===== src/compactor_defines.svh =====
`ifndef COMPACTOR_DEFINES_SVH
`define COMPACTOR_DEFINES_SVH

// mask lanes, power of two only
`define CMP_DIMM 16

// result slots, at most CMP_DIMM
`define CMP_NUM_LR 4

// lane index width
`define CMP_IDX_W ($clog2(`CMP_DIMM))

// one stride stage per index bit
`define CMP_STAGES (`CMP_IDX_W)

// outlier count, wide enough for an all-ones mask
`define CMP_CNT_W (`CMP_IDX_W + 1)

// packed lane payload: occupied + idx + shift
`define CMP_LANE_W (1 + 2 * `CMP_IDX_W)

`endif


===== src/cmpPkg.sv =====
`include "compactor_defines.svh"

package cmpPkg;

    // original lane number of an outlier
    typedef logic [`CMP_IDX_W-1:0] idxT;

    // remaining distance toward lane 0
    // bit j is consumed by stage j
    typedef logic [`CMP_IDX_W-1:0] shiftT;

    // total outliers in one mask
    typedef logic [`CMP_CNT_W-1:0] cntT;

    // one lane of the compaction network
    typedef struct packed {
        // lane carries an outlier
        logic  occupied;
        // where the outlier started
        idxT   idx;
        // inliers still to skip over
        shiftT shift;
    } laneT;

endpackage


===== src/outlierTagger.sv =====
`timescale 1ns/1ps
`include "compactor_defines.svh"

module outlierTagger (
    input  logic                                clk,
    input  logic                                rstN,
    input  logic                                inVld,
    input  logic [`CMP_DIMM-1:0]                mask,
    output logic                                tagVld,
    output cmpPkg::laneT [`CMP_DIMM-1:0]        lanes,
    output cmpPkg::cntT                         outlierCnt
);

    // next-state lane tags
    cmpPkg::laneT [`CMP_DIMM-1:0] nxtLanes;
    // running inlier count while walking up the mask
    cmpPkg::cntT                  zeroRun;
    cmpPkg::cntT                  nxtCnt;

    // lane registers
    logic [`CMP_DIMM-1:0]         occReg;
    cmpPkg::idxT                  idxReg   [`CMP_DIMM];
    cmpPkg::shiftT                shiftReg [`CMP_DIMM];

    // prefix count of zero bits below each lane
    // this is the distance each outlier has to travel down
    always_comb begin
        zeroRun = '0;
        for (int i = 0; i < `CMP_DIMM; i++) begin
            nxtLanes[i].occupied = mask[i];
            nxtLanes[i].idx      = cmpPkg::idxT'(i);
            nxtLanes[i].shift    = cmpPkg::shiftT'(zeroRun);
            zeroRun              = zeroRun + cmpPkg::cntT'(!mask[i]);
        end
        // whatever is not an inlier is an outlier
        nxtCnt = cmpPkg::cntT'(`CMP_DIMM) - zeroRun;
    end

    always_ff @(posedge clk) begin
        if (!rstN) begin
            tagVld <= 1'b0;
            occReg <= '0;
        end else begin
            tagVld <= inVld;
            if (inVld) begin
                for (int i = 0; i < `CMP_DIMM; i++) begin
                    occReg[i] <= nxtLanes[i].occupied;
                end
            end
        end
    end

    // payload only loads with a strobe
    always_ff @(posedge clk) begin
        if (inVld) begin
            for (int i = 0; i < `CMP_DIMM; i++) begin
                idxReg[i]   <= nxtLanes[i].idx;
                shiftReg[i] <= nxtLanes[i].shift;
            end
            outlierCnt <= nxtCnt;
        end
    end

    // repack into lane structs for stage 0
    for (genvar i = 0; i < `CMP_DIMM; i++) begin : gPack
        assign lanes[i].occupied = occReg[i];
        assign lanes[i].idx      = idxReg[i];
        assign lanes[i].shift    = shiftReg[i];
    end

endmodule


===== src/compactStage.sv =====
`timescale 1ns/1ps
`include "compactor_defines.svh"

module compactStage #(
    parameter int STRIDE_LOG = 0
) (
    input  logic                                clk,
    input  logic                                rstN,
    input  logic                                stgInVld,
    input  cmpPkg::laneT [`CMP_DIMM-1:0]        stgIn,
    input  cmpPkg::cntT                         cntIn,
    output logic                                stgOutVld,
    output cmpPkg::laneT [`CMP_DIMM-1:0]        stgOut,
    output cmpPkg::cntT                         cntOut
);

    // items move down by this many lanes when their shift bit is set
    localparam int STRIDE = 1 << STRIDE_LOG;

    cmpPkg::laneT [`CMP_DIMM-1:0] nxtLanes;

    logic [`CMP_DIMM-1:0]         occReg;
    cmpPkg::idxT                  idxReg   [`CMP_DIMM];
    cmpPkg::shiftT                shiftReg [`CMP_DIMM];

    for (genvar i = 0; i < `CMP_DIMM; i++) begin : gLane
        // own item stays when its bit is clear
        logic         keepOwn;
        // item from above arrives when its bit is set
        logic         takeUp;
        cmpPkg::laneT upItem;

        assign keepOwn = stgIn[i].occupied && !stgIn[i].shift[STRIDE_LOG];

        if (i + STRIDE < `CMP_DIMM) begin : gUp
            assign upItem = stgIn[i+STRIDE];
            assign takeUp = stgIn[i+STRIDE].occupied && stgIn[i+STRIDE].shift[STRIDE_LOG];
        end else begin : gTop
            // nothing above the top lanes
            assign upItem = '0;
            assign takeUp = 1'b0;
        end

        // a lane whose item left and got nothing in return goes empty
        assign nxtLanes[i] = takeUp ? upItem : (keepOwn ? stgIn[i] : '0);

        // LSB-first strides with a monotone prefix count never collide
        // a hit here means the tagger's shift values are broken
        noCollision: assert property (
            @(posedge clk) disable iff (!rstN)
            stgInVld |-> !(takeUp && keepOwn)
        );

        assign stgOut[i].occupied = occReg[i];
        assign stgOut[i].idx      = idxReg[i];
        assign stgOut[i].shift    = shiftReg[i];
    end

    always_ff @(posedge clk) begin
        if (!rstN) begin
            stgOutVld <= 1'b0;
            occReg    <= '0;
        end else begin
            stgOutVld <= stgInVld;
            if (stgInVld) begin
                for (int i = 0; i < `CMP_DIMM; i++) begin
                    occReg[i] <= nxtLanes[i].occupied;
                end
            end
        end
    end

    // count rides along unchanged
    always_ff @(posedge clk) begin
        if (stgInVld) begin
            for (int i = 0; i < `CMP_DIMM; i++) begin
                idxReg[i]   <= nxtLanes[i].idx;
                shiftReg[i] <= nxtLanes[i].shift;
            end
            cntOut <= cntIn;
        end
    end

endmodule


===== src/indexCollector.sv =====
`timescale 1ns/1ps
`include "compactor_defines.svh"

module indexCollector (
    input  logic                                clk,
    input  logic                                rstN,
    input  logic                                colInVld,
    input  cmpPkg::laneT [`CMP_DIMM-1:0]        lanes,
    input  cmpPkg::cntT                         cntIn,
    output logic                                outVld,
    output cmpPkg::idxT [`CMP_NUM_LR-1:0]       idxOut,
    output logic [`CMP_NUM_LR-1:0]              slotVld,
    output cmpPkg::cntT                         outlierCnt
);

    // occupancy of every lane after the last stride
    logic [`CMP_DIMM-1:0] occVec;

    for (genvar i = 0; i < `CMP_DIMM; i++) begin : gOcc
        assign occVec[i] = lanes[i].occupied;
    end

    // compacted lanes must look like 0..01..1 from the top down
    // and hold exactly as many items as the tagger counted
    packedOutliers: assert property (
        @(posedge clk) disable iff (!rstN)
        colInVld |-> (((occVec & (occVec + 1'b1)) == '0) &&
                      ($countones(occVec) == int'(cntIn)))
    );

    always_ff @(posedge clk) begin
        if (!rstN) begin
            outVld  <= 1'b0;
            slotVld <= '0;
        end else begin
            outVld <= colInVld;
            if (colInVld) begin
                // only the lowest lanes become result slots
                slotVld <= occVec[`CMP_NUM_LR-1:0];
            end
        end
    end

    always_ff @(posedge clk) begin
        if (colInVld) begin
            for (int k = 0; k < `CMP_NUM_LR; k++) begin
                // empty slot reports index zero
                idxOut[k] <= lanes[k].occupied ? lanes[k].idx : '0;
            end
            outlierCnt <= cntIn;
        end
    end

endmodule


===== src/outlierCompactor.sv =====
`timescale 1ns/1ps
`include "compactor_defines.svh"

module outlierCompactor (
    input  logic                                        clk,
    input  logic                                        rstN,
    input  logic                                        inVld,
    input  logic [`CMP_DIMM-1:0]                        mask,
    output logic                                        outVld,
    output logic [`CMP_NUM_LR-1:0][`CMP_IDX_W-1:0]      idxOut,
    output logic [`CMP_NUM_LR-1:0]                      slotVld,
    output logic [`CMP_CNT_W-1:0]                       outlierCnt
);

    // entry 0 is the tagger output, entry j+1 is stage j output
    logic [`CMP_DIMM-1:0][`CMP_LANE_W-1:0] chainLanes [`CMP_STAGES+1];
    logic [`CMP_STAGES:0]                  chainVld;
    logic [`CMP_CNT_W-1:0]                 chainCnt   [`CMP_STAGES+1];

    outlierTagger uTagger (
        .clk        (clk),
        .rstN       (rstN),
        .inVld      (inVld),
        .mask       (mask),
        .tagVld     (chainVld[0]),
        .lanes      (chainLanes[0]),
        .outlierCnt (chainCnt[0])
    );

    // stride 1, 2, 4 ... one register each
    for (genvar j = 0; j < `CMP_STAGES; j++) begin : gStage
        compactStage #(
            .STRIDE_LOG (j)
        ) uStage (
            .clk       (clk),
            .rstN      (rstN),
            .stgInVld  (chainVld[j]),
            .stgIn     (chainLanes[j]),
            .cntIn     (chainCnt[j]),
            .stgOutVld (chainVld[j+1]),
            .stgOut    (chainLanes[j+1]),
            .cntOut    (chainCnt[j+1])
        );
    end

    indexCollector uCollector (
        .clk        (clk),
        .rstN       (rstN),
        .colInVld   (chainVld[`CMP_STAGES]),
        .lanes      (chainLanes[`CMP_STAGES]),
        .cntIn      (chainCnt[`CMP_STAGES]),
        .outVld     (outVld),
        .idxOut     (idxOut),
        .slotVld    (slotVld),
        .outlierCnt (outlierCnt)
    );

endmodule


===== config.mk =====
export PLATFORM = sky130hd
export DESIGN_NAME = outlierCompactor
export DESIGN_NICKNAME = d
export VERILOG_FILES = /design/src/cmpPkg.sv /design/src/outlierTagger.sv /design/src/compactStage.sv /design/src/indexCollector.sv /design/src/outlierCompactor.sv
export VERILOG_INCLUDE_DIRS = /design/src
export SDC_FILE = /design/constraint.sdc
export NUM_CORES = 1
export LEC_CHECK = 0
export BUFFER_PORTS_ARGS = -buffer_cell sky130_fd_sc_hd__buf_2
export CAP_MARGIN = 15
export CORE_UTILIZATION = 40
export CTS_CLUSTER_SIZE = 25
export DETAILED_ROUTE_END_ITERATION = 10
export GPL_TIMING_DRIVEN = 1
export MAX_ROUTING_LAYER = met4
export PLACE_DENSITY = 0.57
export SLEW_MARGIN = 15
export SYNTH_ARGS = -nofsm -noshare
export SYNTH_HDL_FRONTEND = slang
export SYNTH_SLANG_ARGS = --single-unit

===== constraint.sdc =====
create_clock -name clk -period 15.25 [get_ports clk]
set_input_delay 3.8125 -clock clk [delete_from_list [all_inputs] [get_ports clk]]
set_output_delay 3.8125 -clock clk [all_outputs]
set_load 0.005 [all_outputs]

==> qor.csv <==
stage;metric;value;unit
timing;hold_viol;0;
floorplan;core_region_area;0.0390;mm2
cells_and_area;layout-drive-gt1-share;10.4;%
power;p_sw;0.838;mW
synthesis;yosysTopAreaCell;edfxtp_1;
timing;setup_tns;0;ns
cells_and_area;areaGrowthSynthToFinish;13.2;%
power;swShare;28.0;%
clock_network;numCtsBuffers;41;
timing;rsz0062_at_grt;no;
floorplan;chipHeight;202;um
synthesis;seq_area_frac_synth;67.2;%
cells_and_area;fillers;3432;
timing;fmax;101;MHz
global_route;grt_pass1_wl;47600;um
setup_path;startpoint_type;primary input;
floorplan;die-area;0.0408;mm2
timing;clock_skew;0.0249;ns
global_route;grt_start_max_net_pins;80;
timing;worstMarginPinSlew;1.08;ns
clock_network;cts_tree;done;
clock_network;clockBufferDepth;3;
clock_network;cts_setup_buffers;0;
detailed_routing;wire_per_inst;17.1;um
global_route;overflow;0;
placed_design;gp_congestion;0.827;
clock_network;cts_root_buffer;clkbuf_16;
global_route;antenna_found_initial;0;
cells_and_area;seqCellArea;0.0108;mm2
setup_path;cp_data_arrival_time;10.20;ns
detailed_routing;wirelength;30100;um
power;intPower;2.16;mW
placed_design;io_buffers;44;
timing;finalCritPeriodShare;65.0;%
synthesis;syn-num-nets;1199;
clock_network;ctsHoldBuffers;0;
run;cap_violations;0;
synthesis;async_reset_ff_share;0;%
timing;setup_ws;5.34;ns
cells_and_area;multi_input_area;0.00495;mm2
synthesis;ys.flop_type;edfxtp_1;
clock_network;clk_latency;0.55;ns
synthesis;synth_edf_count;311;
power;cellPowerDensity;165;mW/mm2
setup_path;critical_path_required;15.54;ns
power;irDropWorstVdd;0.0000971;V
clock_network;cts_sinks;381;
power;p_leak;6.93;nW
synthesis;avgSynthCellArea;13.9;um2
power;power_frac_comb;22.1;%
floorplan;ios;45;
timing;max_slew_margin;27.6;%
detailed_routing;dr.pass1.iters;4;
synthesis;synth_top_area_share;58.4;%
setup_path;criticalPathCategory;primary input to flip-flop;
timing;timing.final.crit_period;9.91;ns
timing;slew_viol_final;0;
setup_path;worstPathMaxFanout;6;
placed_design;pre_cts_ws;4.76;ns
detailed_routing;drt-vias-per-instance;5.01;
hold_path;hold_class;flip-flop to flip-flop;
detailed_routing;route.detailed.drc;0;
clock_network;cts_resized;0;
global_route;grt_usage;15.5;%
floorplan;initial_core_util;41.0;%
run_status;status;complete, no violations;
detailed_routing;num_vias;8795;
clock_network;cts_max_level;2;
synthesis;syn_area;0.0160;mm2
floorplan;num_rows;72;
placed_design;dpl.hpwl;21200;um
cells_and_area;antenna_cells;0;
floorplan;die_x;202;um
power;power_frac_clock;32.7;%
power;seqPwrFrac;45.2;%
synthesis;synth_cell_types;55;
global_route;grt_pass1_vias;8579;
setup_path;end_kind;flip-flop;
clock_network;clkTransAtPathRegs;0.06;ns
synthesis;synthCells;1148;
detailed_routing;first_iter_violations;587;
synthesis;yosysWarnings;0;
cells_and_area;layout.nets;1256;
timing;finalSetupViolCount;0;
synthesis;ys_ff_latch;381;
synthesis;synth_area_leaders;edfxtp_1, dfxtp_1, a22o_1, ha_1, and2_1;
detailed_routing;antenna_left;0;
cells in the mapped netlist, types with 3 or more instances:
| cell type | instances |
|---|---|
| a21o_1 | 17 |
| a21oi_1 | 28 |
| a22o_1 | 99 |
| a31oi_1 | 26 |
| a32o_1 | 19 |
| and2_1 | 57 |
| and3_1 | 33 |
| clkbuf_1 | 29 |
| dfxtp_1 | 70 |
| edfxtp_1 | 311 |
| ha_1 | 31 |
| inv_1 | 45 |
| mux2i_1 | 27 |
| nand2_1 | 78 |
| nand2b_1 | 38 |
| nand3_1 | 18 |
| nor2_1 | 41 |
| nor2b_1 | 30 |
| nor3_1 | 4 |
| nor3b_1 | 4 |
| o211a_1 | 11 |
| o21ai_0 | 38 |
| or3_1 | 5 |
| xnor2_1 | 32 |
| xnor2_2 | 5 |
| xor2_1 | 14 |
| xor3_2 | 3 |
worst max-delay path, cell delays in order:
cell and delay [ns]:
buf_2 0.09, inv_1 0.09, fa_1 0.61, ha_1 0.28
ha_1 0.32, ha_1 0.33, ha_1 0.32, ha_1 0.32
ha_1 0.34, ha_1 0.33, ha_1 0.33, ha_1 0.33
ha_1 0.27, nand2_1 0.12, a311oi_1 0.27, a221oi_1 0.08
mux2i_1 0.37, xor2_2 0.16, xnor2_2 0.29, xnor2_1 0.18
ha_1 0.17, nand2_1 0.07, or3_1 0.31, a21oi_1 0.15
mux2i_1 0.10, xnor2_1 0.13
through the flow:
step	instances	instance area, um2	util [%]	power [mW]	hold WS (ns)
floorplan	1148	16000	-	1.88	0.400
global placement	1680	16800	43.0	2.03	0.403
detailed placement	1680	16800	43.0	2.04	0.405
CTS	1756	18100	46.4	3.03	0.414
global route	1756	18100	46.4	3.16	0.427
finish	1756	18100	46.4	2.99	0.413
area by class of cell:
type | count | share of cell area, %
Tap cell | 518 | 3.58
Timing Repair Buffer | 47 | 1.37
Inverter | 46 | 0.961
Clock inverter | 13 | 0.829
Clock buffer | 63 | 6.53
Multi-Input combinational cell | 688 | 27.3
Sequential cell | 381 | 59.4
metal layers:
metal / vias up / part of all wire (%) / track usage, % / wire length, um
li1: 4425 / - / - / -
met2: 140 / 46 / 24.0 / 13900
met3: 45 / 3.5 / 2.48 / 1040
met5: - / 0 / - / 0
met4: 0 / 2.2 / 5.28 / 654
met1: 4185 / 48 / 20.6 / 14500
path summary, 6_finish.rpt:
check | from | endpoint | slack (ns) | cells after the start
worst max-delay path | mask[0] | uTagger.outlierCnt[4] | 5.34 | 26
worst min-delay path | gStage[2].uStage.cntOut[2] | gStage[3].uStage.cntOut[2] | 0.41 | 0
worst max register to register | uTagger.tagVld | gStage[0].uStage.occReg[4] | 13.27 | 3
worst min register to register | gStage[2].uStage.cntOut[2] | gStage[3].uStage.cntOut[2] | 0.41 | 0
state kept, by name, summed over array words and instances, names as in the netlist:
name	count
gStage.uStage.idxReg	130
gStage.uStage.shiftReg	81
uTagger.shiftReg	54
gStage.uStage.occReg	44
gStage.uStage.cntOut	20
uCollector.idxOut	16
uTagger.occReg	16
uCollector.outlierCnt	5
uTagger.outlierCnt	5
gStage.uStage.stgOutVld	4
uCollector.slotVld	4
uCollector.outVld	1
uTagger.tagVld	1
cells by family after synthesis:
logic type      count (synthesis)  share of synthesized area [%]
mux                            28                           1.76
compound gates                255                           12.2
fa+ha+maj                      32                           2.55
simple gates                  315                           10.4
buf+inv                        79                           1.90
flops                         381                           67.2
xor+xnor                       58                           4.06
power by group through the flow:
| stage | clock (mW) | sequential, mW | combinational (mW) |
|---|---|---|---|
| global placement | 0 | 1.38 | 0.658 |
| detailed placement | 0 | 1.38 | 0.664 |
| CTS | 1.01 | 1.36 | 0.667 |
| global route | 1.05 | 1.37 | 0.748 |
| floorplan | 0 | 1.35 | 0.534 |
| finish | 0.978 | 1.35 | 0.662 |
placed cells by master, fill, tap and decap left out, drive strengths merged, types with 19 or more instances in the layout:
cell and count:
a32o 19, and2 57, a31oi 27, a22o 99
o21ai 38, nand2 79, mux2i 27, dfxtp 70
a21oi 29, clkbuf 63, inv 47, buf 47
edfxtp 311, nor2 41, nor2b 30, nand3 19
and3 33, ha 31, xnor2 37, nand2b 38
(Power assumes the default switching activity.)
